$ cat src/axi_log_pkg.sv
package axi_log_pkg;

    // ####################
    // bus widths
    // ####################

    localparam int id_w       = 4;
    localparam int addr_w     = 32;
    localparam int data_w     = 32;
    localparam int chan_count = 5;

    // bit positions of the channels in req and grant.
    localparam int ch_ar = 0;
    localparam int ch_aw = 1;
    localparam int ch_w  = 2;
    localparam int ch_r  = 3;
    localparam int ch_b  = 4;

    // ####################
    // channel payloads
    // ####################

    typedef struct packed {
        logic [id_w-1:0]   id;
        logic [addr_w-1:0] addr;
        logic [7:0]        len;
        logic [2:0]        size;
        logic [1:0]        burst;
    } addr_chan_t;

    typedef struct packed {
        logic [data_w-1:0]   data;
        logic [data_w/8-1:0] strb;
        logic                last;
    } w_chan_t;

    typedef struct packed {
        logic [id_w-1:0]   id;
        logic [data_w-1:0] data;
        logic [1:0]        resp;
        logic              last;
    } r_chan_t;

    typedef struct packed {
        logic [id_w-1:0] id;
        logic [1:0]      resp;
    } b_chan_t;

    // ####################
    // log record
    // ####################

    typedef enum logic [3:0] {
        ev_ar = 4'd1,
        ev_aw = 4'd2,
        ev_r  = 4'd3,
        ev_w  = 4'd4,
        ev_b  = 4'd5
    } log_event_e;

    localparam int body_w      = $bits(addr_chan_t);
    localparam int data_view_w = id_w + data_w + data_w / 8 + 2 + 1;

    // data side of the body, zero padded up to the address view.
    typedef struct packed {
        logic [body_w-data_view_w-1:0] pad;
        logic [id_w-1:0]               id;
        logic [data_w-1:0]             data;
        logic [data_w/8-1:0]           strb;
        logic [1:0]                    resp;
        logic                          last;
    } data_view_t;

    // AR/AW records read addr_view, W/R/B records read data_view.
    typedef union packed {
        addr_chan_t addr_view;
        data_view_t data_view;
    } log_body_u;

    typedef struct packed {
        log_event_e event_code;
        log_body_u  body;
    } log_record_t;

endpackage

$ cat src/axi_channel_tap.sv
`timescale 1ns/1ns

module axi_channel_tap (
    input  logic                                s_ar_valid,
    output logic                                s_ar_ready,
    input  axi_log_pkg::addr_chan_t             s_ar,
    input  logic                                s_aw_valid,
    output logic                                s_aw_ready,
    input  axi_log_pkg::addr_chan_t             s_aw,
    input  logic                                s_w_valid,
    output logic                                s_w_ready,
    input  axi_log_pkg::w_chan_t                s_w,
    output logic                                s_r_valid,
    input  logic                                s_r_ready,
    output axi_log_pkg::r_chan_t                s_r,
    output logic                                s_b_valid,
    input  logic                                s_b_ready,
    output axi_log_pkg::b_chan_t                s_b,
    output logic                                m_ar_valid,
    input  logic                                m_ar_ready,
    output axi_log_pkg::addr_chan_t             m_ar,
    output logic                                m_aw_valid,
    input  logic                                m_aw_ready,
    output axi_log_pkg::addr_chan_t             m_aw,
    output logic                                m_w_valid,
    input  logic                                m_w_ready,
    output axi_log_pkg::w_chan_t                m_w,
    input  logic                                m_r_valid,
    output logic                                m_r_ready,
    input  axi_log_pkg::r_chan_t                m_r,
    input  logic                                m_b_valid,
    output logic                                m_b_ready,
    input  axi_log_pkg::b_chan_t                m_b,
    output logic [axi_log_pkg::chan_count-1:0]  req,
    input  logic [axi_log_pkg::chan_count-1:0]  grant,
    output axi_log_pkg::log_record_t            record
);
    import axi_log_pkg::*;

    // a channel asks for a slot once both of its sides could move.
    assign req[ch_ar] = s_ar_valid & m_ar_ready;
    assign req[ch_aw] = s_aw_valid & m_aw_ready;
    assign req[ch_w]  = s_w_valid  & m_w_ready;
    assign req[ch_r]  = m_r_valid  & s_r_ready;
    assign req[ch_b]  = m_b_valid  & s_b_ready;

    // both halves of the handshake open only with the grant.
    assign s_ar_ready = m_ar_ready & grant[ch_ar];
    assign m_ar_valid = s_ar_valid & grant[ch_ar];
    assign s_aw_ready = m_aw_ready & grant[ch_aw];
    assign m_aw_valid = s_aw_valid & grant[ch_aw];
    assign s_w_ready  = m_w_ready  & grant[ch_w];
    assign m_w_valid  = s_w_valid  & grant[ch_w];
    assign m_r_ready  = s_r_ready  & grant[ch_r];
    assign s_r_valid  = m_r_valid  & grant[ch_r];
    assign m_b_ready  = s_b_ready  & grant[ch_b];
    assign s_b_valid  = m_b_valid  & grant[ch_b];

    assign m_ar = s_ar;
    assign m_aw = s_aw;
    assign m_w  = s_w;
    assign s_r  = m_r;
    assign s_b  = m_b;

    // record body of the granted channel, unused fields stay zero.
    always_comb begin
        record = '0;
        if (grant[ch_ar]) begin
            record.event_code     = ev_ar;
            record.body.addr_view = s_ar;
        end else if (grant[ch_aw]) begin
            record.event_code     = ev_aw;
            record.body.addr_view = s_aw;
        end else if (grant[ch_w]) begin
            record.event_code          = ev_w;
            record.body.data_view.data = s_w.data;
            record.body.data_view.strb = s_w.strb;
            record.body.data_view.last = s_w.last;
        end else if (grant[ch_r]) begin
            record.event_code          = ev_r;
            record.body.data_view.id   = m_r.id;
            record.body.data_view.data = m_r.data;
            record.body.data_view.resp = m_r.resp;
            record.body.data_view.last = m_r.last;
        end else if (grant[ch_b]) begin
            record.event_code          = ev_b;
            record.body.data_view.id   = m_b.id;
            record.body.data_view.resp = m_b.resp;
        end
    end

endmodule

$ cat src/log_arbiter.sv
`timescale 1ns/1ns

module log_arbiter (
    input  logic                                clk,
    input  logic                                rst,
    input  logic [axi_log_pkg::chan_count-1:0]  req,
    input  logic                                accept,
    output logic [axi_log_pkg::chan_count-1:0]  grant
);
    import axi_log_pkg::*;

    localparam int ptr_w = $clog2(chan_count);

    logic [ptr_w-1:0] ptr;
    logic [ptr_w-1:0] sel;
    logic             hit;

    // ####################
    // search from the pointer
    // ####################

    // walk downwards so the nearest requester to ptr wins.
    always_comb begin
        int unsigned idx;
        sel = '0;
        hit = 1'b0;
        for (int i = chan_count - 1; i >= 0; i--) begin
            idx = ptr + i;
            if (idx >= chan_count) begin
                idx = idx - chan_count;
            end
            if (req[idx]) begin
                sel = ptr_w'(idx);
                hit = 1'b1;
            end
        end
    end

    always_comb begin
        grant = '0;
        if (hit && accept) begin
            grant[sel] = 1'b1;
        end
    end

    // pointer moves past the winner.
    always_ff @(posedge clk) begin
        if (rst) begin
            ptr <= '0;
        end else if (hit && accept) begin
            if (sel == ptr_w'(chan_count - 1)) begin
                ptr <= '0;
            end else begin
                ptr <= sel + 1'b1;
            end
        end
    end

endmodule

$ cat src/log_stamper.sv
`timescale 1ns/1ns

module log_stamper #(
    parameter int STAMP_WIDTH = 32
) (
    input  logic                          clk,
    input  logic                          rst,
    input  logic                          take,
    input  axi_log_pkg::log_record_t      record,
    output logic                          accept,
    output logic                          log_valid,
    output axi_log_pkg::log_record_t      log_record,
    output logic [STAMP_WIDTH-1:0]        log_stamp,
    input  logic                          log_ready
);

    logic [STAMP_WIDTH-1:0] cycle_cnt;
    logic                   full;

    // ####################
    // cycle counter
    // ####################

    // holds 0 in reset, so after edge N it reads N.
    always_ff @(posedge clk) begin
        if (rst) begin
            cycle_cnt <= '0;
        end else begin
            cycle_cnt <= cycle_cnt + 1'b1;
        end
    end

    // ####################
    // output register
    // ####################

    // room when empty or when the current entry drains this cycle.
    assign accept    = !full || log_ready;
    assign log_valid = full;

    always_ff @(posedge clk) begin
        if (rst) begin
            full <= 1'b0;
        end else if (take) begin
            full <= 1'b1;
        end else if (log_ready) begin
            full <= 1'b0;
        end
    end

    // stamp counts the loading edge itself.
    always_ff @(posedge clk) begin
        if (take) begin
            log_record <= record;
            log_stamp  <= cycle_cnt + 1'b1;
        end
    end

endmodule

$ cat src/axi_logger_top.sv
`timescale 1ns/1ns

module axi_logger_top #(
    parameter int STAMP_WIDTH = 32
) (
    input  logic                        clk,
    input  logic                        rst,
    // slave side, faces the master.
    input  logic                        s_ar_valid,
    output logic                        s_ar_ready,
    input  axi_log_pkg::addr_chan_t     s_ar,
    input  logic                        s_aw_valid,
    output logic                        s_aw_ready,
    input  axi_log_pkg::addr_chan_t     s_aw,
    input  logic                        s_w_valid,
    output logic                        s_w_ready,
    input  axi_log_pkg::w_chan_t        s_w,
    output logic                        s_r_valid,
    input  logic                        s_r_ready,
    output axi_log_pkg::r_chan_t        s_r,
    output logic                        s_b_valid,
    input  logic                        s_b_ready,
    output axi_log_pkg::b_chan_t        s_b,
    // master side, faces the slave.
    output logic                        m_ar_valid,
    input  logic                        m_ar_ready,
    output axi_log_pkg::addr_chan_t     m_ar,
    output logic                        m_aw_valid,
    input  logic                        m_aw_ready,
    output axi_log_pkg::addr_chan_t     m_aw,
    output logic                        m_w_valid,
    input  logic                        m_w_ready,
    output axi_log_pkg::w_chan_t        m_w,
    input  logic                        m_r_valid,
    output logic                        m_r_ready,
    input  axi_log_pkg::r_chan_t        m_r,
    input  logic                        m_b_valid,
    output logic                        m_b_ready,
    input  axi_log_pkg::b_chan_t        m_b,
    // log port.
    output logic                        log_valid,
    input  logic                        log_ready,
    output axi_log_pkg::log_record_t    log_record,
    output logic [STAMP_WIDTH-1:0]      log_stamp
);
    import axi_log_pkg::*;

    logic [chan_count-1:0] req;
    logic [chan_count-1:0] grant;
    log_record_t           record;
    logic                  accept;

    axi_channel_tap u_tap (
        .s_ar_valid (s_ar_valid), .s_ar_ready (s_ar_ready), .s_ar (s_ar),
        .s_aw_valid (s_aw_valid), .s_aw_ready (s_aw_ready), .s_aw (s_aw),
        .s_w_valid  (s_w_valid),  .s_w_ready  (s_w_ready),  .s_w  (s_w),
        .s_r_valid  (s_r_valid),  .s_r_ready  (s_r_ready),  .s_r  (s_r),
        .s_b_valid  (s_b_valid),  .s_b_ready  (s_b_ready),  .s_b  (s_b),
        .m_ar_valid (m_ar_valid), .m_ar_ready (m_ar_ready), .m_ar (m_ar),
        .m_aw_valid (m_aw_valid), .m_aw_ready (m_aw_ready), .m_aw (m_aw),
        .m_w_valid  (m_w_valid),  .m_w_ready  (m_w_ready),  .m_w  (m_w),
        .m_r_valid  (m_r_valid),  .m_r_ready  (m_r_ready),  .m_r  (m_r),
        .m_b_valid  (m_b_valid),  .m_b_ready  (m_b_ready),  .m_b  (m_b),
        .req        (req),
        .grant      (grant),
        .record     (record)
    );

    log_arbiter u_arb (
        .clk    (clk),
        .rst    (rst),
        .req    (req),
        .accept (accept),
        .grant  (grant)
    );

    // any grant loads the output register.
    log_stamper #(
        .STAMP_WIDTH (STAMP_WIDTH)
    ) u_stamp (
        .clk        (clk),
        .rst        (rst),
        .take       (|grant),
        .record     (record),
        .accept     (accept),
        .log_valid  (log_valid),
        .log_record (log_record),
        .log_stamp  (log_stamp),
        .log_ready  (log_ready)
    );

endmodule

$ cat config.mk
export PLATFORM = sky130hd
export DESIGN_NAME = axi_logger_top
export DESIGN_NICKNAME = d
export VERILOG_FILES = /design/src/axi_log_pkg.sv /design/src/axi_channel_tap.sv /design/src/log_arbiter.sv /design/src/log_stamper.sv /design/src/axi_logger_top.sv
export SDC_FILE = /design/constraint.sdc
export NUM_CORES = 1
export LEC_CHECK = 0
export ABC_AREA = 1
export BUFFER_PORTS_ARGS = -buffer_cell sky130_fd_sc_hd__clkbuf_2
export CAP_MARGIN = 20
export CORE_AREA = 5 5 177 179
export DETAILED_ROUTE_END_ITERATION = 6
export DIE_AREA = 0 0 182 184
export REMOVE_ABC_BUFFERS = 1
export SLEW_MARGIN = 20
export SYNTH_ARGS = -nofsm -noshare
export SYNTH_HDL_FRONTEND = slang
export SYNTH_SLANG_ARGS = --single-unit
export TNS_END_PERCENT = 100
$ cat constraint.sdc
create_clock -name clk -period 4.68 [get_ports clk]
set_input_delay 0 -clock clk [delete_from_list [all_inputs] [get_ports clk]]
set_output_delay 0 -clock clk [all_outputs]
set_load 0.02 [all_outputs]
# --- After elaboration in Yosys (flattened, before gate mapping) ---
# Cells that the tools add are included.
op_classes:
  n_reduce_logical: 8
  add_sub_neg: 11
  muxes: 49
  magnitude_cmp: 12
  n_eq_ne: 1
  n_bitwise: 15
ops:
  columns: ["operator", "count"]
  rows:
  - ["$mux 32", 7]
  - ["$lt 32x4->1 const B", 5]
  - ["$ge 32x3->1 const B", 4]
  - ["$sub 32x3->32 const B", 4]
  - ["$mux 49", 1]
  - ["$mux 43", 1]
  - ["$add 32x1->32 const B", 1]
  - ["$mux 3", 9]
  - ["$mux 4", 4]
  - ["$and 1x1->1", 15]
  - ["$bmux 1 s3", 5]
  - ["$mux 1", 15]
  - ["$add 3x2->4 const B", 2]
  - ["$mux 2", 4]
  - ["$mux 6", 1]
  - ["$mux 5", 1]
  - ["$reduce_or 5->1", 1]
  - ["$add 3x1->4 const B", 1]
  - ["$add 3x3->4 const B", 1]
  - ["$lt 3x4->1 const B", 1]
  - ["$reduce_or 4->1", 1]
  - ["$sub 3x3->4 const B", 1]
  - ["$add 3x1->3 const B", 1]
  - ["$demux 1 s3", 1]
  - ["8 further kinds", 9]
word_totals:
  inputBits: 193
  elab_cells: 104
  regBits: 121

# --- Logic depth before layout (Yosys ltp) ---
depth:
  ltp_word: 20
  ltp_mapped: 25

# --- By module ---
# Synthesis repeated with hierarchy kept, for this count alone.
unflattened:
  cells_unflattened: 1214
  area_unflattened_um2: 8974.9
by_module_without_submodules:
  columns: ["mod", "n_inst", "cells_each", "area_per_inst_um2", "seq_area_each_um2"]
  rows:
  - ["log_stamper", 1, 387, 4403.0, 3213.1]
  - ["axi_channel_tap", 1, 611, 3335.7, 0.0]
  - ["log_arbiter", 1, 212, 1219.9, 60.1]
  - ["axi_logger_top", 1, 4, 16.3, 0.0]

# --- Worst setup path after synthesis ---
# No wires, ideal clock.
synth_path:
  path_kind: "register to register"
  start: "register u_arb.ptr[0]"
  end: "register u_stamp.log_record[3] (netlist name)"
  setup_slack_ns: 0.800
  path_stages_with_launch: 20
  required_time_ns: 4.540
  n_path_buf: 2
  setup_ns: 0.140
  arrival_ns: 3.740
  cell_sequence: "dfxtp_1 inv_2 ha_1 ha_1 nand2_1 nand2_2 nand2_1 nand2_1 inv_1 nor2_1 nand3_1 nand2_1 inv_1 nand3b_1 nand2_2 inv_2 buf_6 buf_2 nand3_1 nand3_1"
synth_lines:
  columns: ["item", "line_no", "rtl"]
  rows:
  - ["from (decl)", "log_arbiter.sv:14", "logic [ptr_w-1:0] ptr;"]
  - ["from (signal assigned)", "log_arbiter.sv:54", "ptr <= sel + 1'b1;"]

==> impl_metrics.csv <==
group,metric,value,unit
setup_path,reg2reg_depth,23,
global_route,grt.busiest_layer,"met2",
clock_tree,cts_sinks,120,
detailed_routing,dr_total_vias,8960,
global_route,grt_max_degree,62,
global_route,antenna_found_initial,6,
run_status,outcome,"finished, final reports clean",
timing,clock.fmax,0.228,GHz
placed_design,portBuffers,467,
setup_path,reg2reg_slack,300,ps
clock_tree,clkTransAtPathRegs,70,ps
floorplanning,io_pins,469,
synthesis,yosys.area.top_type,"edfxtp_1",
setup_path,path_class,"register to register",
min_path,worstHoldStart,"s_aw[20]",
detailed_routing,via_per_inst,4.59,
detailed_routing,drc,0,
setup_path,slowest_delay,550,ps
setup_path,r2r-end,"u_stamp.log_record[10]",
setup_path,r2r-start,"u_arb.ptr[1]",
synthesis,synth_top_cells_by_area,"edfxtp_1, buf_4, nand2_1, dfxtp_1, nand3_1",
floorplanning,chipWidth,182,um
global_route,grt_pass1_vias,8986,
global_route,grtUsageMet2,34.6,%
synthesis,synth-edff-count,84,
detailed_routing,antenna_left,0,
min_path,hold_class,"primary input to register",
global_route,grt_use_total,20.0,%
run,drv_cap,0,
detailed_routing,dr.pass1.iters,5,
timing,tightest_slew,825,ps
placed_design,gp_congestion,0.966,
setup_path,worstPathArrival,4550,ps
synthesis,netlist_instances,1176,
setup_path,crit_top_cell,"nand2_1",
finish,final_cell_area,11800,sq um
detailed_routing,wire_per_inst,18.1,um
synthesis,syn-cell-area,8890,sq um
finish,multi_input_area,3530,sq um
clock_tree,clk_latency,420,ps
synthesis,ys.flop_type,"edfxtp_1",
finish,layout.area.seq,3240,sq um
setup_path,required,4840,ps
min_path,min_path_cells,4,
setup_path,crit_fanout,33,
floorplanning,start_util,30.2,%
finish,nNetsFinal,1748,
clock_tree,cts_tree,"yes",
floorplanning,die_h,184,um
floorplanning,fp.dieArea,33500,sq um
clock_tree,ctsHtreeMaxLevel,4,
finish,syn2layout_area_growth,32.5,%
setup_path,cp-end-kind,"register",
clock_tree,cts_buffers,17,
synthesis,synth_common_cells,"nand2_1, buf_4, inv_1",
clock_tree,root_buffer,"clkbuf_16",
global_route,grt_overflow,0,
min_path,holdPathEnd,"u_stamp.log_record[20]",
synthesis,synthMostInstantiatedCell,"nand2_1",
clock_tree,clk_path_buf_depth,2,
synthesis,syn_avg_cell_area,7.56,sq um
placed_design,place_area,10300,sq um
global_route,grtUsageMet3,4.91,%
timing,period_needed,4380,ps
floorplanning,rows,63,
setup_path,startpoint,"u_arb.ptr[1]",
finish,drive_above_1_share,37.3,%
timing,grt_setup_unrepaired,"false",
global_route,grt_use_met1,24.7,%
setup_path,cp_slowest_cell,"dlygate4sd3_1",
synthesis,async_flop_share,0,%
synthesis,synth_cell_types,45,
synthesis,yosys.area.top_type_share,28.4,%
timing,hold_viol_final,0,
timing,fin_setup_tns,0,ps
timing,max-slew-margin-rel,45.0,%
placed_design,hpwl,27800,um
timing,setup_viol,0,
finish,final_core_util,40.0,%
timing,fin_skew,13.6,ps
global_route,grt_pass1_wl,52100,um
setup_path,path_cells,"ha_1, inv_1, fa_1, inv_2, nand2_1, o21ai_0, nand3_1, nand2_1, nand2_1, nand2_1, inv_1, nor2_1, nor2_1, nand2_2, nand2_2, o21ai_4, nand2_4, nor2_4, buf_6, nand3b_1, nand2_1, nand2_1, dlygate4sd3_1",
timing,period_share,93.6,%
synthesis,ys_seq_area_share,36.5,%
timing,slew_viol_final,0,
synthesis,synth-seq-cells,120,
finish,nFillCells,3032,
detailed_routing,totalWireLength,35400,um
synthesis,yosysWarnings,0,
setup_path,start_kind,"register",
floorplanning,core_area,29400,sq um
detailed_routing,drtIter0Drc,559,
cell usage in the layout, fill, tap and decap left out, types with 3 or more instances in the layout:
cell type,netlist,final
inv_2,11,10
o21ai_2,5,5
clkbuf_16,0,17
diode_2,0,4
dfxtp_1,36,36
nor3_1,25,25
nand2_4,3,4
or2_2,5,5
inv_1,122,122
xor2_1,11,11
nor2_1,60,60
buf_4,181,11
edfxtp_1,84,84
inv_6,0,3
nand4_1,49,49
nor2_2,4,3
buf_12,0,3
clkbuf_2,0,467
buf_6,10,3
nand2_1,322,322
o21ai_1,4,4
nand3b_1,35,35
nand3_1,95,95
o21ai_0,9,9
nand2_2,22,21
nor4_1,3,3
ha_1,11,11
clkinv_4,0,6
a21oi_1,13,13
dlygate4sd3_1,0,87
repair_timing:
item                                    CTS  global route
endpoints found under the hold margin    49             0
hold buffers                             87             0
endpoints found under the setup margin    0            32
setup buffers                             0             0
gates resized for setup                   0             7
how the worst max path moves through the flow:
stage | end | cells past startpoint
floorplan | u_stamp.log_record[49] | 17
global route | u_stamp.log_record[10] | 23
CTS | u_stamp.log_record[28] | 19
detailed placement | u_stamp.log_record[32] | 18
finish | u_stamp.log_record[10] | 23
global placement | u_stamp.log_record[14] | 23
per-stage QoR:
stage / setup WS (ps) / instances / hold WS (ps)
final: 298 / 1950 / 10.0
after global placement: 804 / 1827 / 234
after detailed placement: 750 / 1827 / 231
after CTS: 174 / 1946 / 0.708
after global routing: 24.2 / 1950 / 14.4
after floorplan: -104 / 953 / 0
cells by family after synthesis:
| family | count (synthesis) | share of synthesized area, % |
|---|---|---|
| AO/OA/AOI/OAI | 41 | 3.24 |
| AND/OR/NAND/NOR | 631 | 33.1 |
| XOR/XNOR | 14 | 1.46 |
| adder cells (fa/ha/maj) | 12 | 1.77 |
| buffers and inverters | 357 | 23.9 |
| other | 1 | 0.0422 |
| flip-flops | 120 | 36.5 |
flip-flops by register name, summed over array words and instances, names as in the netlist:
| name | count |
|---|---|
| u_stamp.log_stamp | 32 |
| u_arb.ptr | 3 |
| u_stamp.log_valid | 1 |
| u_stamp.cycle_cnt | 32 |
| u_stamp.log_record | 52 |
worst max-delay path: cells and delay by family (launching register included):
kind                       cells  cell delay, ps
AOI/OAI and AO/OA              2             540
adders and majority gates      2             610
DFF                            1             490
and+or+nand+nor               14            1370
buffers and inverters          5            1080
area by class of cell:
class                           instances  area share (%)
Tap cell                              390            4.14
Sequential cell                       120            27.5
Timing Repair Buffer                  571            28.7
Clock inverter                         14            1.41
Inverter                              134            4.42
Antenna cell                            4          0.0850
Clock buffer                           18            3.64
Multi-Input combinational cell        699            30.0
per-layer routing:
metal	share of wire [%]	wire, um	vias up
met5	0.071	25	-
met4	1.7	616	4
met3	8.1	2880	39
met2	50	17700	402
met1	40	14200	4153
li1	-	-	4362
Power is left out: the tool's default activity adds up to more than one toggle a clock period on the data nets, which glitch-free logic cannot reach.
